**config.mk**
```make
export PLATFORM = sky130hd
export DESIGN_NAME = rv_core
export DESIGN_NICKNAME = d
export VERILOG_FILES = /design/src/verilog/rv_core_pkg.sv /design/src/verilog/pc_unit.sv /design/src/verilog/inst_decoder.sv /design/src/verilog/gpr_file.sv /design/src/verilog/exec_unit.sv /design/src/verilog/rv_core.sv
export SDC_FILE = /design/constraint.sdc
export NUM_CORES = 2
export LEC_CHECK = 0
export ABC_AREA = 0
export CORE_MARGIN = 4
export CORE_UTILIZATION = 50
export CTS_CLUSTER_SIZE = 16
export DETAILED_ROUTE_END_ITERATION = 12
export DONT_BUFFER_PORTS = 1
export SKIP_LAST_GASP = 1
export SLEW_MARGIN = 25
export SYNTH_ARGS = -nofsm -noshare
export SYNTH_HDL_FRONTEND = slang
export SYNTH_SLANG_ARGS = --single-unit
```
**constraint.sdc**
```tcl
create_clock -name clk -period 17.9 [get_ports clk]
set_input_delay 2.685 -clock clk [delete_from_list [all_inputs] [get_ports clk]]
set_output_delay 2.685 -clock clk [all_outputs]
set_load 0.03 [all_outputs]
```
**src/verilog/rv_core_pkg.sv**
```systemverilog
// shared widths, opcodes, control codes and instruction formats, imported by every core unit
`default_nettype none

package rv_core_pkg;

	localparam int unsigned xlen      = 32;
	localparam int unsigned reg_idx_w = 5;
	localparam int unsigned n_regs    = 32;

	// major opcodes
	localparam logic [6:0] op_lui    = 7'b0110111;
	localparam logic [6:0] op_jal    = 7'b1101111;
	localparam logic [6:0] op_branch = 7'b1100011;
	localparam logic [6:0] op_load   = 7'b0000011;
	localparam logic [6:0] op_store  = 7'b0100011;
	localparam logic [6:0] op_imm    = 7'b0010011;
	localparam logic [6:0] op_reg    = 7'b0110011;

	localparam logic [2:0] f3_add = 3'b000;
	localparam logic [2:0] f3_xor = 3'b100;
	localparam logic [2:0] f3_or  = 3'b110;
	localparam logic [2:0] f3_and = 3'b111;
	localparam logic [2:0] f3_beq = 3'b000;
	localparam logic [2:0] f3_bne = 3'b001;

	// funct7 bit 5 turns add into sub
	localparam int unsigned f7_sub_bit = 5;

	localparam int unsigned alu_op_w = 3;
	localparam logic [alu_op_w-1:0] alu_add = 3'd0;
	localparam logic [alu_op_w-1:0] alu_sub = 3'd1;
	localparam logic [alu_op_w-1:0] alu_and = 3'd2;
	localparam logic [alu_op_w-1:0] alu_or  = 3'd3;
	localparam logic [alu_op_w-1:0] alu_xor = 3'd4;

	localparam int unsigned wb_sel_w = 2;
	localparam logic [wb_sel_w-1:0] wb_alu  = 2'd0;
	localparam logic [wb_sel_w-1:0] wb_mem  = 2'd1;
	localparam logic [wb_sel_w-1:0] wb_link = 2'd2;

	localparam logic [xlen-1:0] pc_reset = '0;

	// one instruction word, six ways to read it
	typedef union packed {
		struct packed {
			logic [6:0]           funct7;
			logic [reg_idx_w-1:0] rs2;
			logic [reg_idx_w-1:0] rs1;
			logic [2:0]           funct3;
			logic [reg_idx_w-1:0] rd;
			logic [6:0]           opcode;
		} r;
		struct packed {
			logic [11:0]          imm_11_0;
			logic [reg_idx_w-1:0] rs1;
			logic [2:0]           funct3;
			logic [reg_idx_w-1:0] rd;
			logic [6:0]           opcode;
		} i;
		struct packed {
			logic [6:0]           imm_11_5;
			logic [reg_idx_w-1:0] rs2;
			logic [reg_idx_w-1:0] rs1;
			logic [2:0]           funct3;
			logic [4:0]           imm_4_0;
			logic [6:0]           opcode;
		} s;
		struct packed {
			logic                 imm_12;
			logic [5:0]           imm_10_5;
			logic [reg_idx_w-1:0] rs2;
			logic [reg_idx_w-1:0] rs1;
			logic [2:0]           funct3;
			logic [3:0]           imm_4_1;
			logic                 imm_11;
			logic [6:0]           opcode;
		} b;
		struct packed {
			logic [19:0]          imm_31_12;
			logic [reg_idx_w-1:0] rd;
			logic [6:0]           opcode;
		} u;
		struct packed {
			logic                 imm_20;
			logic [9:0]           imm_10_1;
			logic                 imm_11;
			logic [7:0]           imm_19_12;
			logic [reg_idx_w-1:0] rd;
			logic [6:0]           opcode;
		} j;
	} inst_u;

endpackage

`default_nettype wire

```
**src/verilog/pc_unit.sv**
```systemverilog
// program counter register with next-PC selection, instantiated once in the core top
`timescale 1ns/1ns
`default_nettype none

module pc_unit (
	input  logic                          clk,
	input  logic                          rst_n,
	input  logic                          redirect,
	input  logic [rv_core_pkg::xlen-1:0]  redirect_target,
	output logic [rv_core_pkg::xlen-1:0]  pc
);

	import rv_core_pkg::*;

	logic [xlen-1:0] pc_next;

	// taken branch or jal wins over sequential fetch
	assign pc_next = redirect ? redirect_target : pc + xlen'(4);

	always_ff @(posedge clk) begin
		if (!rst_n) begin
			pc <= pc_reset;
		end else begin
			pc <= pc_next;
		end
	end

endmodule

`default_nettype wire

```
**src/verilog/inst_decoder.sv**
```systemverilog
// instruction decoder, forms immediates and control for the kept RV32I subset
`timescale 1ns/1ns
`default_nettype none

module inst_decoder (
	input  rv_core_pkg::inst_u                   inst,
	input  logic                                 rst_n,
	output logic [rv_core_pkg::reg_idx_w-1:0]    rs1_idx,
	output logic [rv_core_pkg::reg_idx_w-1:0]    rs2_idx,
	output logic [rv_core_pkg::reg_idx_w-1:0]    rd_idx,
	output logic                                 rd_we,
	output logic [rv_core_pkg::xlen-1:0]         imm,
	output logic [rv_core_pkg::alu_op_w-1:0]     alu_op,
	output logic                                 alu_src_imm,
	output logic [rv_core_pkg::wb_sel_w-1:0]     wb_sel,
	output logic                                 is_branch,
	output logic                                 branch_ne,
	output logic                                 is_jal,
	output logic                                 mem_we
);

	import rv_core_pkg::*;

	logic [xlen-1:0] imm_i;
	logic [xlen-1:0] imm_s;
	logic [xlen-1:0] imm_b;
	logic [xlen-1:0] imm_u;
	logic [xlen-1:0] imm_j;
	logic            reg_write;
	logic            mem_write;

	// sign-extended immediates, one per format
	assign imm_i = {{20{inst.i.imm_11_0[11]}}, inst.i.imm_11_0};
	assign imm_s = {{20{inst.s.imm_11_5[6]}}, inst.s.imm_11_5, inst.s.imm_4_0};
	assign imm_b = {{19{inst.b.imm_12}}, inst.b.imm_12, inst.b.imm_11,
		inst.b.imm_10_5, inst.b.imm_4_1, 1'b0};
	assign imm_u = {inst.u.imm_31_12, 12'b0};
	assign imm_j = {{11{inst.j.imm_20}}, inst.j.imm_20, inst.j.imm_19_12,
		inst.j.imm_11, inst.j.imm_10_1, 1'b0};

	always_comb begin
		rs1_idx     = inst.r.rs1;
		rs2_idx     = inst.r.rs2;
		rd_idx      = inst.r.rd;
		imm         = '0;
		alu_op      = alu_add;
		alu_src_imm = 1'b0;
		wb_sel      = wb_alu;
		is_branch   = 1'b0;
		branch_ne   = 1'b0;
		is_jal      = 1'b0;
		reg_write   = 1'b0;
		mem_write   = 1'b0;
		case (inst.r.opcode)
			op_lui: begin
				// x0 + imm through the adder
				rs1_idx     = '0;
				imm         = imm_u;
				alu_src_imm = 1'b1;
				reg_write   = 1'b1;
			end
			op_imm: begin
				imm         = imm_i;
				alu_src_imm = 1'b1;
				reg_write   = 1'b1;
				case (inst.i.funct3)
					f3_add:  alu_op = alu_add;
					f3_xor:  alu_op = alu_xor;
					f3_or:   alu_op = alu_or;
					f3_and:  alu_op = alu_and;
					default: reg_write = 1'b0;
				endcase
			end
			op_reg: begin
				reg_write = 1'b1;
				case (inst.r.funct3)
					f3_add:  alu_op = inst.r.funct7[f7_sub_bit] ? alu_sub : alu_add;
					f3_xor:  alu_op = alu_xor;
					f3_or:   alu_op = alu_or;
					f3_and:  alu_op = alu_and;
					default: reg_write = 1'b0;
				endcase
			end
			op_branch: begin
				imm       = imm_b;
				is_branch = (inst.b.funct3 == f3_beq) || (inst.b.funct3 == f3_bne);
				branch_ne = (inst.b.funct3 == f3_bne);
			end
			op_jal: begin
				imm       = imm_j;
				is_jal    = 1'b1;
				wb_sel    = wb_link;
				reg_write = 1'b1;
			end
			op_load: begin
				imm         = imm_i;
				alu_src_imm = 1'b1;
				wb_sel      = wb_mem;
				reg_write   = 1'b1;
			end
			op_store: begin
				imm         = imm_s;
				alu_src_imm = 1'b1;
				mem_write   = 1'b1;
			end
			default: begin
			end
		endcase
	end

	// no state may change while the core is held in reset
	assign rd_we  = reg_write & rst_n;
	assign mem_we = mem_write & rst_n;

endmodule

`default_nettype wire

```
**src/verilog/gpr_file.sv**
```systemverilog
// general-purpose register file, two combinational reads and one clocked write
`timescale 1ns/1ns
`default_nettype none

module gpr_file (
	input  logic                               clk,
	input  logic [rv_core_pkg::reg_idx_w-1:0]  rs1_idx,
	input  logic [rv_core_pkg::reg_idx_w-1:0]  rs2_idx,
	input  logic [rv_core_pkg::reg_idx_w-1:0]  rd_idx,
	input  logic                               rd_we,
	input  logic [rv_core_pkg::xlen-1:0]       wb_data,
	output logic [rv_core_pkg::xlen-1:0]       rs1_data,
	output logic [rv_core_pkg::xlen-1:0]       rs2_data
);

	import rv_core_pkg::*;

	// x0 has no storage
	logic [xlen-1:0] regs [1:n_regs-1];

	assign rs1_data = (rs1_idx == '0) ? '0 : regs[rs1_idx];
	assign rs2_data = (rs2_idx == '0) ? '0 : regs[rs2_idx];

	always_ff @(posedge clk) begin
		if (rd_we && (rd_idx != '0)) begin
			regs[rd_idx] <= wb_data;
		end
	end

endmodule

`default_nettype wire

```
**src/verilog/exec_unit.sv**
```systemverilog
// execute stage: ALU, branch compare, jump target, word memory access and writeback select
`timescale 1ns/1ns
`default_nettype none

module exec_unit (
	input  logic [rv_core_pkg::xlen-1:0]      pc,
	input  logic [rv_core_pkg::xlen-1:0]      rs1_data,
	input  logic [rv_core_pkg::xlen-1:0]      rs2_data,
	input  logic [rv_core_pkg::xlen-1:0]      imm,
	input  logic [rv_core_pkg::alu_op_w-1:0]  alu_op,
	input  logic                              alu_src_imm,
	input  logic [rv_core_pkg::wb_sel_w-1:0]  wb_sel,
	input  logic                              is_branch,
	input  logic                              branch_ne,
	input  logic                              is_jal,
	input  logic [rv_core_pkg::xlen-1:0]      dmem_rdata,
	output logic [rv_core_pkg::xlen-1:0]      wb_data,
	output logic                              redirect,
	output logic [rv_core_pkg::xlen-1:0]      redirect_target,
	output logic [rv_core_pkg::xlen-1:0]      dmem_addr,
	output logic [rv_core_pkg::xlen-1:0]      dmem_wdata
);

	import rv_core_pkg::*;

	logic [xlen-1:0] op_b;
	logic [xlen-1:0] alu_res;
	logic [xlen-1:0] link;
	logic            rs_eq;

	assign op_b = alu_src_imm ? imm : rs2_data;

	always_comb begin
		case (alu_op)
			alu_sub: alu_res = rs1_data - op_b;
			alu_and: alu_res = rs1_data & op_b;
			alu_or:  alu_res = rs1_data | op_b;
			alu_xor: alu_res = rs1_data ^ op_b;
			default: alu_res = rs1_data + op_b;
		endcase
	end

	// bne inverts the equality result
	assign rs_eq           = (rs1_data == rs2_data);
	assign redirect        = is_jal | (is_branch & (rs_eq ^ branch_ne));
	assign redirect_target = pc + imm;
	assign link            = pc + xlen'(4);

	// loads and stores decode as rs1 + imm on the adder
	assign dmem_addr  = alu_res;
	assign dmem_wdata = rs2_data;

	always_comb begin
		case (wb_sel)
			wb_mem:  wb_data = dmem_rdata;
			wb_link: wb_data = link;
			default: wb_data = alu_res;
		endcase
	end

endmodule

`default_nettype wire

```
**src/verilog/rv_core.sv**
```systemverilog
// single-cycle RV32I core top, joins PC, decode, register file and execute to the memory ports
`timescale 1ns/1ns
`default_nettype none

module rv_core (
	input  logic                          clk,
	input  logic                          rst_n,
	output logic [rv_core_pkg::xlen-1:0]  imem_addr,
	input  logic [rv_core_pkg::xlen-1:0]  imem_data,
	output logic [rv_core_pkg::xlen-1:0]  dmem_addr,
	output logic [rv_core_pkg::xlen-1:0]  dmem_wdata,
	input  logic [rv_core_pkg::xlen-1:0]  dmem_rdata,
	output logic                          dmem_we
);

	import rv_core_pkg::*;

	logic [xlen-1:0]      pc;
	logic                 redirect;
	logic [xlen-1:0]      redirect_target;
	logic [reg_idx_w-1:0] rs1_idx;
	logic [reg_idx_w-1:0] rs2_idx;
	logic [reg_idx_w-1:0] rd_idx;
	logic                 rd_we;
	logic [xlen-1:0]      imm;
	logic [alu_op_w-1:0]  alu_op;
	logic                 alu_src_imm;
	logic [wb_sel_w-1:0]  wb_sel;
	logic                 is_branch;
	logic                 branch_ne;
	logic                 is_jal;
	logic [xlen-1:0]      rs1_data;
	logic [xlen-1:0]      rs2_data;
	logic [xlen-1:0]      wb_data;

	// fetch address is the PC itself
	assign imem_addr = pc;

	pc_unit u_pc_unit (
		.clk             (clk),
		.rst_n           (rst_n),
		.redirect        (redirect),
		.redirect_target (redirect_target),
		.pc              (pc)
	);

	inst_decoder u_inst_decoder (
		.inst        (imem_data),
		.rst_n       (rst_n),
		.rs1_idx     (rs1_idx),
		.rs2_idx     (rs2_idx),
		.rd_idx      (rd_idx),
		.rd_we       (rd_we),
		.imm         (imm),
		.alu_op      (alu_op),
		.alu_src_imm (alu_src_imm),
		.wb_sel      (wb_sel),
		.is_branch   (is_branch),
		.branch_ne   (branch_ne),
		.is_jal      (is_jal),
		.mem_we      (dmem_we)
	);

	gpr_file u_gpr_file (
		.clk      (clk),
		.rs1_idx  (rs1_idx),
		.rs2_idx  (rs2_idx),
		.rd_idx   (rd_idx),
		.rd_we    (rd_we),
		.wb_data  (wb_data),
		.rs1_data (rs1_data),
		.rs2_data (rs2_data)
	);

	exec_unit u_exec_unit (
		.pc              (pc),
		.rs1_data        (rs1_data),
		.rs2_data        (rs2_data),
		.imm             (imm),
		.alu_op          (alu_op),
		.alu_src_imm     (alu_src_imm),
		.wb_sel          (wb_sel),
		.is_branch       (is_branch),
		.branch_ne       (branch_ne),
		.is_jal          (is_jal),
		.dmem_rdata      (dmem_rdata),
		.wb_data         (wb_data),
		.redirect        (redirect),
		.redirect_target (redirect_target),
		.dmem_addr       (dmem_addr),
		.dmem_wdata      (dmem_wdata)
	);

endmodule

`default_nettype wire

```
==> out/qor.csv <==
stage,metric,value,unit
logic_synthesis,synth_flop_cell,edfxtp_1,
global_routing,grt_pass1_wl,317,mm
global_routing,first_global_vias,40000,
logic_synthesis,synth_top_area_share,52.5,%
finish,final_layout_size_suffix_gt1_share,18.9,%
place,gp_congestion,0.969,
logic_synthesis,synth_edf_count,992,
clock_network,cts_buffers,110,
detailed_routing,wl_per_cell,39.7,um
place,hpwl,139,mm
global_routing,antenna_found_initial,11,
finish,fillers,9174,
clock_network,cts.path.max_buffers,3,
place,place_ws,5.33,ns
power,ir_drop,80.5,uV
logic_synthesis,yosys.cell_count.top_type,edfxtp_1,
logic_synthesis,synth-compound-area-share,12.3,%
timing,rsz0062_at_grt,no,
run_status,status,finished clean,
global_routing,grt_max_degree,357,
floorplanning,fp-row-count,123,
timing,setup_tns,0,ns
logic_synthesis,synth-simple-area-share,7.33,%
critical_path,critPathCaptureType,output port,
clock_network,cts_setup_buffers,0,
critical_path,reg2reg_setup_slack,9.59,ns
floorplanning,dieHeight,345,um
floorplanning,dieArea,119000,um^2
worst_hold_path,whs_path_depth,2,
clock_network,cts_hold_buffers,0,
timing,maxSlewHeadroom,21.5,%
finish,seq_area,30400,um^2
timing,maxSlewViolCount,0,
logic_synthesis,async_flop_share,0,%
global_routing,track_usage,38.5,%
logic_synthesis,ys_ff_latch,1024,
clock_network,cts_tree,done,
clock_network,ctsHtreeMaxLevel,3,
detailed_routing,firstDrtPassIters,6,
critical_path,cp.arrival,10.37,ns
logic_synthesis,yosys.area_share.adder,2.94,%
critical_path,path_class,in -> out,
logic_synthesis,ys_types,96,
clock_network,cts_resized,0,
floorplanning,io_pins,163,
flow_run,maxCapViolCount,0,
logic_synthesis,synth_top_family_by_area,multiplexers,
detailed_routing,via_per_inst,7.24,
logic_synthesis,yosysWarningCount,0,
critical_path,cp.required,15.21,ns
finish,nNetsFinal,4462,
worst_hold_path,holdCritStartpoint,u_pc_unit.pc[0],
floorplanning,core_area,112000,um^2
floorplanning,start_util,50.4,%
clock_network,cts_root_buffer,clkbuf_16,
detailed_routing,drt-total-wl,233,mm
power,power,6.69,mW
logic_synthesis,seq_area_frac_synth,53.7,%
clock_network,cts.sinks,1024,
logic_synthesis,synth_mux_area_share,18.5,%
timing,setup_slack,4.84,ns
clock_network,clk_pin_slew_worst_paths,0.07,ns
detailed_routing,ant_nets,0,
critical_path,cp_max_fo,206,
finish,area_delta_synth_final,10.2,%
critical_path,reg2reg_from,u_gpr_file.regs[11][2],
logic_synthesis,syn-num-nets,4485,
clock_network,clk_latency,0.75,ns
finish,multi_input_area,24900,um^2
timing,setup_viol,0,
logic_synthesis,postSynthCellCount,4287,
logic_synthesis,synthTopCellsByArea,"edfxtp_1, mux4_2, mux2i_1, ha_1, nand2_1",
timing,fin_crit_sh,72.9,%
detailed_routing,drc,0,
timing,whs,0.704,ns
timing,tightest_slew,1.18,ns
critical_path,reg2reg_to,u_gpr_file.regs[26][31],
logic_synthesis,syn_avg_cell_area,13.2,um^2
logic_synthesis,synth_xor_area_share,1.91,%
critical_path,startpoint_type,primary input,
floorplanning,fp.dieW,345,um
logic_synthesis,synthTopCellsByCount,"edfxtp_1, nand2_1, mux2i_1, mux4_2, nor2_1",
detailed_routing,drt_iter0_drc,6579,
critical_path,rr_worst_depth,23,
detailed_routing,dr_total_vias,42500,
timing,post-route-min-period,13.06,ns
logic_synthesis,synth_area,56700,um^2
power,power_leakage,21.6,nW
power,p_per_area,107,nW/um^2
worst_hold_path,min_to,u_pc_unit.pc[0],
global_routing,grt.overflow.total,0,
timing,fmax,76.6,MHz
worst_hold_path,hold_path.class,reg -> reg,
place,io_buffers,0,
timing,skew,0.0546,ns
timing,final_hold_viol_count,0,
logic_synthesis,yosysTopAreaCell,edfxtp_1,
[state kept, by name, indices dropped and copies added, names as in the netlist]
register	cells
u_gpr_file.regs	992
u_pc_unit.pc	32
[per-stage QoR]
stage	util, %	area, um^2	std cells
6_report	55.6	62500	5867
5_1_grt	55.5	62500	5852
4_1_cts	55.5	62500	5852
3_5_place_dp	52.4	58900	5652
3_3_place_gp	52.3	58900	5652
2_1_floorplan	-	56700	4287
[final cells by class]
type                       instances  share of cell area [%]
sequential                      1024                    48.7
multi-input combinational       2841                    39.8
clock buffer                     135                    4.55
tap                             1500                    3.00
timing repair buffer             163                    2.00
clock inverter                    65                    1.13
inverter                         124                   0.745
antenna                           15                  0.0600
[cell usage in the layout, fill, tap and decap left out, types with 33 or more instances in the layout]
cell type and count:
mux2i_1 298, ha_1 129, mux4_2 285, nor2b_1 36
nand2b_1 33, xor2_1 40, nor3_1 53, inv_1 121
nor2_1 194, nand2_1 304, o21ai_0 166, buf_4 159
a211oi_1 78, a22oi_1 106, o22ai_1 63, a21o_1 35
xnor2_1 84, nor2_4 33, nand3_1 59, a21oi_1 192
mux2_2 95, clkbuf_16 110, edfxtp_1 992
[report_power, final]
part           internal [mW]  switching [mW]  total (mW)  leakage (nW)
sequential              3.01         0.00308        3.01          9.17
combinational          0.359            1.03        1.39          10.7
clock                   1.30           0.987        2.29          1.72
[worst max-delay path: stages]
cell	delay, ns
nor3_1	0.51
nand2_1	0.61
a32oi_1	0.82
inv_1	0.46
o32a_1	0.44
nand4b_1	0.26
a21oi_1	0.43
and3_1	0.30
nor2_1	0.07
xnor2_1	0.17
ha_1	0.37
and3_1	0.24
a221o_1	0.34
a21oi_1	0.18
o21ai_0	0.15
o41ai_1	0.80
o211ai_1	0.20
o211ai_1	0.17
o21ai_0	0.17
xnor2_1	0.15
o21ai_1	0.58
[kinds of logic (layout without fill, tap and decap cells)]
group	count (synthesis)	count (layout)
multiplexers	678	678
XOR/XNOR	124	124
flip-flops	1024	1024
adder cells (fa/ha/maj)	132	132
other	0	15
AO/OA/AOI/OAI	1025	1025
buffers and inverters	422	487
AND/OR/NAND/NOR	882	882
[how the worst max path moves through the flow]
stage | to | startpoint | slack, ns
CTS | dmem_addr[31] | imem_data[20] | 5.28
global placement | dmem_addr[31] | imem_data[20] | 5.30
finish | dmem_addr[31] | imem_data[20] | 4.84
detailed placement | dmem_addr[31] | imem_data[20] | 5.33
floorplan | dmem_addr[29] | imem_data[21] | 6.60
global route | dmem_addr[31] | imem_data[20] | 4.57
[routing by layer]
metal  GRT usage (%)  share of wire (%)  vias up
met1            49.6                 35    21400
met4            24.3                7.7        4
met5               0              0.012        -
met3            11.9                 14      770
li1                -                  -    17000
met2            56.8                 43     3352
Note: power is estimated with default switching activity, not from simulation.
